<file path="config.mk">
export PLATFORM = sky130hd
export DESIGN_NAME = spart_driver
export DESIGN_NICKNAME = d
export VERILOG_FILES = /design/src/logic/spart_driver_pkg.sv /design/src/logic/dump_if.sv /design/src/logic/frame_if.sv /design/src/logic/spart_driver.sv /design/src/logic/result_dump.sv /design/src/logic/command_fsm.sv /design/src/logic/frame_decode.sv
export SDC_FILE = /design/constraint.sdc
export NUM_CORES = 1
export LEC_CHECK = 0
export BUFFER_PORTS_ARGS = -buffer_cell sky130_fd_sc_hd__buf_2
export CORE_ASPECT_RATIO = 0.9
export CORE_MARGIN = 5
export CORE_UTILIZATION = 30
export DETAILED_ROUTE_END_ITERATION = 10
export PLACE_DENSITY = 0.47
export SYNTH_ARGS = -nofsm -noshare
export SYNTH_HDL_FRONTEND = slang
export SYNTH_HIERARCHICAL = 1
export SYNTH_SLANG_ARGS = --single-unit
</file>
<file path="constraint.sdc">
create_clock -name clk -period 3.4 [get_ports clk]
set_clock_uncertainty 0.05 [all_clocks]
set_input_delay 0 -clock clk [delete_from_list [all_inputs] [get_ports clk]]
set_output_delay 0 -clock clk [all_outputs]
set_load 0.05 [all_outputs]
</file>
<file path="src/logic/spart_driver_pkg.sv">
// shared widths, state encoding and constants of the spart driver, imported by every design file
package spart_driver_pkg;

   //////////////////////////////////////////////////
   // data widths
   //////////////////////////////////////////////////

   // one character moved over the spart data register
   typedef logic [7:0]  byte_t;
   // one memory word, also the assembled frame value
   typedef logic [63:0] word_t;
   // word address into the 16k-word memory
   typedef logic [13:0] maddr_t;
   // cpu program counter, as seen at fetch
   typedef logic [15:0] pc_t;
   // baud divisor, split into two register writes
   typedef logic [15:0] divisor_t;
   // board switches that pick the baud rate
   typedef logic [1:0]  br_cfg_t;
   // spart register select
   typedef logic [1:0]  ioaddr_t;

   // main driver state machine
   typedef enum logic [2:0] {
      IDLE,
      ECHO,
      BAUD_LOW,
      BAUD_HIGH,
      CLR_MEM,
      PRG_EXE,
      DUMP
   } drv_state_t;

   //////////////////////////////////////////////////
   // spart register map
   //////////////////////////////////////////////////
   localparam ioaddr_t IOADDR_DATA     = 2'd0;
   localparam ioaddr_t IOADDR_STATUS   = 2'd1;
   localparam ioaddr_t IOADDR_DIV_LOW  = 2'd2;
   localparam ioaddr_t IOADDR_DIV_HIGH = 2'd3;

   // command characters closing a frame ('s', 'a', 'e')
   localparam byte_t CMD_SEND  = 8'h73;
   localparam byte_t CMD_START = 8'h61;
   localparam byte_t CMD_STOP  = 8'h65;

   // digits arrive as ascii and are kept as values
   localparam byte_t       ASCII_ZERO   = 8'h30;
   localparam int unsigned FRAME_DIGITS = 8;

   // loader mailbox slot and the pc range of the loader loop
   localparam maddr_t LAST_SLOT_ADDR = 14'h3fff;
   localparam pc_t    LOOP_PC_MAX    = 16'h0003;

   // divisor per br_cfg setting, slowest rate at index 1
   localparam divisor_t BAUD_DIVISOR [4] = '{16'h0082, 16'h028B, 16'h0146, 16'h00A3};

endpackage
</file>
<file path="src/logic/dump_if.sv">
`timescale 1ns/1ps
// link between the command machine and the memory dump, instantiated once in the driver top level
interface dump_if
   import spart_driver_pkg::*;
();

   // one-cycle kick from the command machine
   logic   start;
   // read request toward memory
   logic   rd_en;
   maddr_t rd_addr;
   // byte strobe toward the spart
   logic   send;
   byte_t  tx_byte;
   // one-cycle end of dump
   logic   done;

   modport execute (
      output start,
      input  rd_en,
      input  rd_addr,
      input  send,
      input  tx_byte,
      input  done
   );

   modport result (
      input  start,
      output rd_en,
      output rd_addr,
      output send,
      output tx_byte,
      output done
   );

endinterface

</file>
<file path="src/logic/frame_if.sv">
`timescale 1ns/1ps
// link between frame assembly and the command machine, instantiated once in the driver top level
interface frame_if
   import spart_driver_pkg::*;
();

   // strobes from the command machine
   logic  take;
   logic  cmd_clr;
   // assembled frame contents
   word_t word;
   byte_t cmd;
   // byte to send back to the host
   byte_t echo_byte;

   modport decode (
      input  take,
      input  cmd_clr,
      output word,
      output cmd,
      output echo_byte
   );

   modport execute (
      output take,
      output cmd_clr,
      input  word,
      input  cmd,
      input  echo_byte
   );

endinterface

</file>
<file path="src/logic/spart_driver.sv">
`timescale 1ns/1ps
// top level of the spart board driver, connects to the spart, the memory, the cpu fetch stage
module spart_driver
   import spart_driver_pkg::*;
(
   input  logic    clk,
   input  logic    rst_n,
   // spart side
   input  br_cfg_t br_cfg_i,
   input  logic    rda_i,
   input  logic    tbr_i,
   input  byte_t   rx_data_i,
   output ioaddr_t ioaddr_o,
   output logic    iorw_o,
   output byte_t   tx_data_o,
   // memory side
   input  word_t   mem_rdata_i,
   output logic    mem_en_o,
   output logic    mem_we_o,
   output maddr_t  mem_addr_o,
   output word_t   mem_wdata_o,
   // cpu and memory system
   input  pc_t     cpu_pc_i,
   input  logic    mem_sys_fin_i,
   output pc_t     ext_pc_o,
   output logic    ext_pc_en_o,
   output logic    flush_o
);

   // dump region, held by the command machine
   maddr_t start_addr;
   maddr_t stop_addr;

   frame_if frm ();
   dump_if  dmp ();

   frame_decode frame_decode0 (
      .clk       (clk),
      .rst_n     (rst_n),
      .rx_data_i (rx_data_i),
      .frm       (frm.decode)
   );

   command_fsm command_fsm0 (
      .clk          (clk),
      .rst_n        (rst_n),
      .br_cfg_i     (br_cfg_i),
      .rda_i        (rda_i),
      .tbr_i        (tbr_i),
      .cpu_pc_i     (cpu_pc_i),
      .frm          (frm.execute),
      .dmp          (dmp.execute),
      .start_addr_o (start_addr),
      .stop_addr_o  (stop_addr),
      .ioaddr_o     (ioaddr_o),
      .iorw_o       (iorw_o),
      .tx_data_o    (tx_data_o),
      .mem_en_o     (mem_en_o),
      .mem_we_o     (mem_we_o),
      .mem_addr_o   (mem_addr_o),
      .mem_wdata_o  (mem_wdata_o),
      .ext_pc_o     (ext_pc_o),
      .ext_pc_en_o  (ext_pc_en_o),
      .flush_o      (flush_o)
   );

   result_dump result_dump0 (
      .clk           (clk),
      .rst_n         (rst_n),
      .tbr_i         (tbr_i),
      .mem_sys_fin_i (mem_sys_fin_i),
      .mem_rdata_i   (mem_rdata_i),
      .start_addr_i  (start_addr),
      .stop_addr_i   (stop_addr),
      .dmp           (dmp.result)
   );

endmodule

</file>
<file path="src/logic/result_dump.sv">
`timescale 1ns/1ps
// streams a memory region out over the spart after a program run, started by the command machine
module result_dump
   import spart_driver_pkg::*;
(
   input  logic   clk,
   input  logic   rst_n,
   input  logic   tbr_i,
   input  logic   mem_sys_fin_i,
   input  word_t  mem_rdata_i,
   input  maddr_t start_addr_i,
   input  maddr_t stop_addr_i,
   dump_if.result dmp
);

   typedef enum logic [1:0] {
      DMP_IDLE,
      DMP_WAIT,
      DMP_LOAD,
      DMP_SEND
   } dmp_state_t;

   dmp_state_t state_q;
   dmp_state_t state_d;
   maddr_t     addr_q;
   // set once no word is left to read
   logic       past_q;
   // memory system has drained its caches
   logic       fin_q;
   word_t      buf_q;
   // byte lane being sent, 7 first
   logic [2:0] byte_cnt;

   //////////////////////////////////////////////////
   // request and send strobes
   //////////////////////////////////////////////////
   assign dmp.rd_en   = (state_q == DMP_WAIT) && fin_q && !past_q && tbr_i;
   assign dmp.rd_addr = addr_q;
   assign dmp.done    = (state_q == DMP_WAIT) && fin_q && past_q;
   assign dmp.send    = (state_q == DMP_SEND) && tbr_i;
   assign dmp.tx_byte = buf_q[{byte_cnt, 3'b000} +: 8];

   always_comb
   begin
      state_d = state_q;
      if (dmp.start)
      begin
         state_d = DMP_WAIT;
      end
      else
      begin
         case (state_q)
            DMP_WAIT:
            begin
               if (dmp.done)
               begin
                  state_d = DMP_IDLE;
               end
               else if (dmp.rd_en)
               begin
                  state_d = DMP_LOAD;
               end
            end
            // read data shows up one cycle after the address
            DMP_LOAD: state_d = DMP_SEND;
            DMP_SEND:
            begin
               if (dmp.send && (byte_cnt == 3'd0))
               begin
                  state_d = DMP_WAIT;
               end
            end
            default: state_d = DMP_IDLE;
         endcase
      end
   end

   //////////////////////////////////////////////////
   // counters and flags
   //////////////////////////////////////////////////
   always_ff @(posedge clk or negedge rst_n)
   begin
      if (!rst_n)
      begin
         state_q  <= DMP_IDLE;
         addr_q   <= '0;
         past_q   <= 1'b1;
         fin_q    <= 1'b0;
         byte_cnt <= '0;
      end
      else
      begin
         state_q <= state_d;
         // an inverted range never reads anything
         if (dmp.start)
         begin
            addr_q <= start_addr_i;
            past_q <= (start_addr_i > stop_addr_i);
         end
         else if (dmp.rd_en)
         begin
            addr_q <= addr_q + 14'd1;
            past_q <= (addr_q == stop_addr_i);
         end
         // the flush goes out with start, so the next fin belongs to it
         if (dmp.start)
         begin
            fin_q <= 1'b0;
         end
         else if (mem_sys_fin_i)
         begin
            fin_q <= 1'b1;
         end
         if (state_q == DMP_LOAD)
         begin
            byte_cnt <= 3'd7;
         end
         else if (dmp.send)
         begin
            byte_cnt <= byte_cnt - 3'd1;
         end
      end
   end

   // word buffer, loaded in the cycle after the read
   always_ff @(posedge clk)
   begin
      if (state_q == DMP_LOAD)
      begin
         buf_q <= mem_rdata_i;
      end
   end

   // bytes leave only into a free transmitter, and only after the flush has completed
   a_send_ready: assert property (
      @(posedge clk) disable iff (!rst_n)
      dmp.send |-> (tbr_i && fin_q)
   );

endmodule

</file>
<file path="src/logic/command_fsm.sv">
`timescale 1ns/1ps
// main control of the spart driver, owns the spart and memory ports and runs the host commands
module command_fsm
   import spart_driver_pkg::*;
(
   input  logic     clk,
   input  logic     rst_n,
   input  br_cfg_t  br_cfg_i,
   input  logic     rda_i,
   input  logic     tbr_i,
   input  pc_t      cpu_pc_i,
   frame_if.execute frm,
   dump_if.execute  dmp,
   output maddr_t   start_addr_o,
   output maddr_t   stop_addr_o,
   output ioaddr_t  ioaddr_o,
   output logic     iorw_o,
   output byte_t    tx_data_o,
   output logic     mem_en_o,
   output logic     mem_we_o,
   output maddr_t   mem_addr_o,
   output word_t    mem_wdata_o,
   output pc_t      ext_pc_o,
   output logic     ext_pc_en_o,
   output logic     flush_o
);

   drv_state_t state_q;
   drv_state_t state_d;
   // baud setting last written to the spart
   br_cfg_t    br_cfg_q;
   maddr_t     start_addr_q;
   maddr_t     stop_addr_q;
   logic       start_ld;
   logic       stop_ld;
   divisor_t   divisor;

   assign divisor      = BAUD_DIVISOR[br_cfg_i];
   assign start_addr_o = start_addr_q;
   assign stop_addr_o  = stop_addr_q;

   //////////////////////////////////////////////////
   // state and configuration registers
   //////////////////////////////////////////////////

   // divisor goes out first after reset
   always_ff @(posedge clk or negedge rst_n)
   begin
      if (!rst_n)
      begin
         state_q  <= BAUD_LOW;
         br_cfg_q <= '0;
      end
      else
      begin
         state_q <= state_d;
         if (state_q == BAUD_HIGH)
         begin
            br_cfg_q <= br_cfg_i;
         end
      end
   end

   // region bounds come from the low bits of the frame word
   always_ff @(posedge clk or negedge rst_n)
   begin
      if (!rst_n)
      begin
         start_addr_q <= '0;
         stop_addr_q  <= '0;
      end
      else
      begin
         if (start_ld)
         begin
            start_addr_q <= frm.word[$bits(maddr_t)-1:0];
         end
         if (stop_ld)
         begin
            stop_addr_q <= frm.word[$bits(maddr_t)-1:0];
         end
      end
   end

   //////////////////////////////////////////////////
   // next state and port multiplexers
   //////////////////////////////////////////////////
   always_comb
   begin
      // idle bus polls the status register
      state_d     = state_q;
      ioaddr_o    = IOADDR_STATUS;
      iorw_o      = 1'b1;
      tx_data_o   = '0;
      mem_en_o    = 1'b0;
      mem_we_o    = 1'b0;
      mem_addr_o  = LAST_SLOT_ADDR;
      mem_wdata_o = frm.word;
      ext_pc_o    = '0;
      ext_pc_en_o = 1'b0;
      flush_o     = 1'b0;
      frm.take    = 1'b0;
      frm.cmd_clr = 1'b0;
      dmp.start   = 1'b0;
      start_ld    = 1'b0;
      stop_ld     = 1'b0;
      case (state_q)
         IDLE:
         begin
            // baud change beats rx, rx beats a pending command
            if (br_cfg_i != br_cfg_q)
            begin
               state_d = BAUD_LOW;
            end
            else if (rda_i)
            begin
               ioaddr_o = IOADDR_DATA;
               frm.take = 1'b1;
               state_d  = ECHO;
            end
            else if (frm.cmd == CMD_SEND)
            begin
               // mailbox write and cpu jump in the same cycle
               mem_en_o    = 1'b1;
               mem_we_o    = 1'b1;
               ext_pc_o    = frm.word[15:0];
               ext_pc_en_o = 1'b1;
               frm.cmd_clr = 1'b1;
               state_d     = CLR_MEM;
            end
            else if (frm.cmd == CMD_START)
            begin
               start_ld    = 1'b1;
               frm.cmd_clr = 1'b1;
            end
            else if (frm.cmd == CMD_STOP)
            begin
               stop_ld     = 1'b1;
               frm.cmd_clr = 1'b1;
            end
            else if (frm.cmd != '0)
            begin
               // unknown command characters are dropped
               frm.cmd_clr = 1'b1;
            end
         end
         ECHO:
         begin
            if (tbr_i)
            begin
               ioaddr_o  = IOADDR_DATA;
               iorw_o    = 1'b0;
               tx_data_o = frm.echo_byte;
               state_d   = IDLE;
            end
         end
         BAUD_LOW:
         begin
            ioaddr_o  = IOADDR_DIV_LOW;
            tx_data_o = divisor[7:0];
            state_d   = BAUD_HIGH;
         end
         BAUD_HIGH:
         begin
            ioaddr_o  = IOADDR_DIV_HIGH;
            tx_data_o = divisor[15:8];
            state_d   = IDLE;
         end
         CLR_MEM:
         begin
            // once the cpu has left the loader loop, wipe the mailbox so it runs once
            if (cpu_pc_i > LOOP_PC_MAX)
            begin
               mem_en_o    = 1'b1;
               mem_we_o    = 1'b1;
               mem_wdata_o = '0;
               state_d     = PRG_EXE;
            end
         end
         PRG_EXE:
         begin
            // back in the loop means the program has finished
            if (cpu_pc_i <= LOOP_PC_MAX)
            begin
               flush_o   = 1'b1;
               dmp.start = 1'b1;
               state_d   = DUMP;
            end
         end
         DUMP:
         begin
            mem_en_o   = dmp.rd_en;
            mem_addr_o = dmp.rd_addr;
            if (dmp.send)
            begin
               ioaddr_o  = IOADDR_DATA;
               iorw_o    = 1'b0;
               tx_data_o = dmp.tx_byte;
            end
            if (dmp.done)
            begin
               state_d = IDLE;
            end
         end
         default:
         begin
            state_d = IDLE;
         end
      endcase
   end

   // mailbox writes and dump reads share the memory port
   a_no_wr_in_dump: assert property (
      @(posedge clk) disable iff (!rst_n)
      !(mem_we_o && dmp.rd_en)
   );

   // one flush request per program run
   a_flush_pulse: assert property (
      @(posedge clk) disable iff (!rst_n)
      flush_o |=> !flush_o
   );

endmodule

</file>
<file path="src/logic/frame_decode.sv">
`timescale 1ns/1ps
// frame assembly for the spart driver, fed by the command machine through frame_if
module frame_decode
   import spart_driver_pkg::*;
(
   input  logic    clk,
   input  logic    rst_n,
   input  byte_t   rx_data_i,
   frame_if.decode frm
);

   // position inside the frame, 0..7 digits, 8 command
   logic [3:0] dig_cnt;
   logic [3:0] echo_idx;
   byte_t      digit_q [FRAME_DIGITS];
   byte_t      cmd_q;
   byte_t      echo;
   word_t      word_w;
   logic       take_cmd;

   assign take_cmd = frm.take && (dig_cnt == 4'(FRAME_DIGITS));

   // counter wraps after the command character
   always_ff @(posedge clk or negedge rst_n)
   begin
      if (!rst_n)
      begin
         dig_cnt <= '0;
      end
      else if (take_cmd)
      begin
         dig_cnt <= '0;
      end
      else if (frm.take)
      begin
         dig_cnt <= dig_cnt + 4'd1;
      end
   end

   // digits kept as values, slot 0 holds the earliest one
   always_ff @(posedge clk)
   begin
      if (frm.take && !take_cmd)
      begin
         digit_q[dig_cnt[2:0]] <= rx_data_i - ASCII_ZERO;
      end
   end

   // command held until the machine has acted on it
   always_ff @(posedge clk or negedge rst_n)
   begin
      if (!rst_n)
      begin
         cmd_q <= '0;
      end
      else if (frm.cmd_clr)
      begin
         cmd_q <= '0;
      end
      else if (take_cmd)
      begin
         cmd_q <= rx_data_i;
      end
   end

   // earliest digit lands in the top byte
   always_comb
   begin
      for (int i = 0; i < FRAME_DIGITS; i++)
      begin
         word_w[63 - 8*i -: 8] = digit_q[i];
      end
   end

   // counter already points past the byte being echoed
   assign echo_idx = dig_cnt - 4'd1;

   always_comb
   begin
      if (dig_cnt == '0)
      begin
         echo = cmd_q;
      end
      else
      begin
         echo = digit_q[echo_idx[2:0]] + ASCII_ZERO;
      end
   end

   assign frm.word      = word_w;
   assign frm.cmd       = cmd_q;
   assign frm.echo_byte = echo;

   // frame position stays inside eight digits plus one command
   a_dig_cnt_range: assert property (
      @(posedge clk) disable iff (!rst_n)
      dig_cnt <= 4'(FRAME_DIGITS)
   );

endmodule

</file>
==> key figures <==
Synth
  • Post-synthesis sequential area ratio: 0.578
  • Ys Warns: 6
  • Syn_area_per_cell: between 10 and 15 um^2
  • Most common cell in the netlist: edfxtp_1
  • Cell variety after synth: 59
  • Ys async rst share: 0.340
  • Syn Nets: 830
  • Cell taking the most area after synthesis: edfxtp_1
  • Synth top area share: 0.404
  • Number of synthesized flops with an enable pin: 128
  • Synth Register Bits: roughly 190
  • Synth Flop Type: edfxtp_1
  • Most common library cells after synthesis: 128 x edfxtp_1, 81 x and2_1, 65 x nand2_1
  • Mapped Area: 9520 um^2
  • Syn Inst Count: 713
  • Synth top area cells: edfxtp_1 40%, dfrtp_1 17%, mux4_2 7.1%

Floorplanning
  • Overall die height: 179 um
  • Top-Level Pins: 204
  • Initial Utilization: 0.306
  • CORE AREA: around 31,000 um^2
  • Std-Cell Rows: 61
  • Die Area: 35,400 um^2
  • Die width: 198 um

Setup path
  • Most frequent CP cell: ha_1
  • Crit-path slowest cell: mux4_2
  • Startpoint Class: flip-flop
  • WS Path Type: reg -> out
  • Crit path DAT: 3090 ps
  • CP Capture Type: output pin
  • CP max stage delay: 550 ps
  • CP required: 3350 ps
  • Cell Chain, Critical Path: inv_1 > ha_1 > buf_4 > mux2i_1 > mux4_2 > ha_1 > xnor2_1 > o21ai_1 > a221o_1 > buf_2
  • Max FO, Critical Path: 14

Cells and area
  • Final net count: between 1k and 1.5k
  • Area delta synth->final: 30.8%
  • Design Area, Final: 12,500 um^2
  • ANT cells: 0
  • Layout cells sized above 1: 0.350

Placement
  • HPWL after DPL: 19,700 um
  • Pre-CTS setup slack: ~700 ps
  • # port buffers: 201
  • Global placer's final weighted congestion: ~0.8
  • Placed cell area: 11,000 um^2

Drt
  • Metal1 wirelength: about 13,000 um
  • Drt total wl: 27,100 um
  • Vias per cell: 4.66
  • Post-route ant nets: 0
  • Drc violations: 0
  • Wire length per cell: roughly 19 um
  • DRT Pass-1 Iters: 4
  • Detailed-routed wire length on met2: 13,000 um
  • Vias: about 6.6k
  • Initial DRC Count: 348
  • Detail Route met3 WL: roughly 1200 um
  • Max Used Layer: met4

CTS
  • Maximum clock insertion buffer count: 2
  • Clock slew at reported path FFs: about 80 ps
  • Total CTS buffers: 17
  • Clk_lat worst skew: about 430 ps
  • Clk sinks: 194
  • CTS H-Tree Depth: 4
  • CTS tree: built
  • Post-CTS setup buffers: 0
  • Clk root buf: clkbuf_16

Run status
  • Status: complete, no violations

Job
  • Max-cap violations: 0

Pwr
  • Total Power: 7.82 mW
  • Cell Pwr Density: 628 nW/um^2
  • Worst IR Drop VDD: about 0.35 mV
  • Leak pwr: 5.14 nW

Timing
  • Min Tclk post-route: between 3000 and 4000 ps
  • Max-slew headroom: 0.323
  • Hold Violations, Final: 0
  • Final Worst Setup Slack: between 200 and 300 ps
  • RSZ-0062 raised after global routing: false
  • TNS Setup: 0 ps
  • Fin. max-slew vios: 0
  • Finish-stage setup viols: 0
  • Worst hold slack: around 20 ps
  • FMAX: 318 MHz
  • Tightest Pin Transition: 1020 ps
  • Tcrit/Tclk final: 0.925

GRT
  • Pin count of the biggest net entering global routing: 67
  • Vias in the first global route: 7,009
  • All-Layer GR Usage: 0.155
  • GRT overflow: 0
  • Initial antenna violation count: 0
  • Global-route wire length before repair: 41,900 um

Worst hold path
  • Hold/Removal Path Class: in -> reg
## final cells by class
class	count	area [um^2]
fill	2940	18600
sequential	194	5500
multi-input combinational	455	3740
timing repair buffer	305	1990
tap	409	512
clock buffer	18	429
clock inverter	13	165
inverter	30	113
## flip-flops by register name, summed over array words and instances, names as in the netlist, 3 cells and up
signal                     flops
command_fsm0/stop_addr_o      14
command_fsm0/start_addr_o     14
command_fsm0/state_q           3
frame_decode0/digit_q         64
frame_decode0/dig_cnt          4
result_dump0/dmp.rd_addr      14
result_dump0/byte_cnt          3
frame_decode0/frm.cmd          8
result_dump0/buf_q            64
## cells in the final DEF (no fill, tap or decap), types with 3 or more instances in the layout
| cell type | instances |
|---|---|
| xnor2_1 | 12 |
| nand2_1 | 65 |
| inv_8 | 3 |
| nor2b_1 | 3 |
| o21ai_0 | 11 |
| dfrtp_1 | 64 |
| or2_2 | 15 |
| nor4_1 | 6 |
| mux2i_1 | 16 |
| clkinv_4 | 4 |
| nand4_1 | 6 |
| clkinv_8 | 3 |
| clkbuf_16 | 17 |
| edfxtp_1 | 128 |
| and2_1 | 81 |
| nand3_1 | 9 |
| o211ai_1 | 3 |
| nand3b_1 | 4 |
| mux4_2 | 30 |
| xor2_1 | 25 |
| buf_2 | 201 |
| inv_1 | 28 |
| and3_1 | 6 |
| a21o_1 | 6 |
| mux2_2 | 39 |
| a221o_1 | 6 |
| a21oi_1 | 10 |
| nor2_1 | 24 |
| buf_4 | 21 |
| ha_1 | 22 |
| o21ai_1 | 16 |
| nor3_1 | 4 |
| dlygate4sd3_1 | 83 |
## stage by stage
| step | std cells | utilization |
|---|---|---|
| 5_1_grt | 1424 | 0.401 |
| 3_5_place_dp | 1310 | 0.355 |
| 2_1_floorplan | 713 | - |
| 6_report | 1424 | 0.401 |
| 3_3_place_gp | 1310 | 0.355 |
| 4_1_cts | 1424 | 0.401 |
## kinds of logic after synthesis
logic type / share of synthesized area
AND/OR/NAND/NOR: 0.147
flip-flops: 0.578
adder cells (fa/ha/maj): 0.0289
buffers and inverters: 0.0305
XOR/XNOR: 0.0369
multiplexers: 0.134
AO/OA/AOI/OAI: 0.0444
## where the power goes
group	switching (mW)	internal (mW)
combinational	1.48	1.20
clock	0.999	1.05
sequential	0.262	2.82
total	2.74	5.08
## worst paths after layout
path                                            endpoint                      from  cells past startpoint  slack (ps)
max                                         tx_data_o[6]  frame_decode0/dig_cnt[1]                     10         260
min                              command_fsm0/state_q[1]               cpu_pc_i[4]                      4          20
max reg2reg                     frame_decode0/frm.cmd[5]   command_fsm0/state_q[0]                      9         730
min reg2reg                     command_fsm0/br_cfg_q[0]  command_fsm0/br_cfg_q[0]                      2         460
max in group asynchronous  command_fsm0/start_addr_o[11]                     rst_n                      3        2130
min in group asynchronous        command_fsm0/state_q[2]                     rst_n                      2         250
## routing by layer
layer,global-route usage,vias up
li1,-,3168
met1,0.218,3300
met4,0.0310,0
met5,0,-
met3,0.0271,17
met2,0.253,149
## critical path: cells and delay by family (launching register included)
kind                     cells  cell delay, ps
multiplexers                 2             690
buffers and inverters        3             550
adder cells (fa/ha/maj)      2             490
flip-flops                   1             400
AO/OA/AOI/OAI                2             380
XOR/XNOR                     1             160
## repair_timing
| item | in CTS | in global routing |
|---|---|---|
| gates resized for setup | 0 | 0 |
| hold buffers | 83 | 0 |
| endpoints found under the hold margin | 157 | 0 |
(Power assumes the default switching activity.)
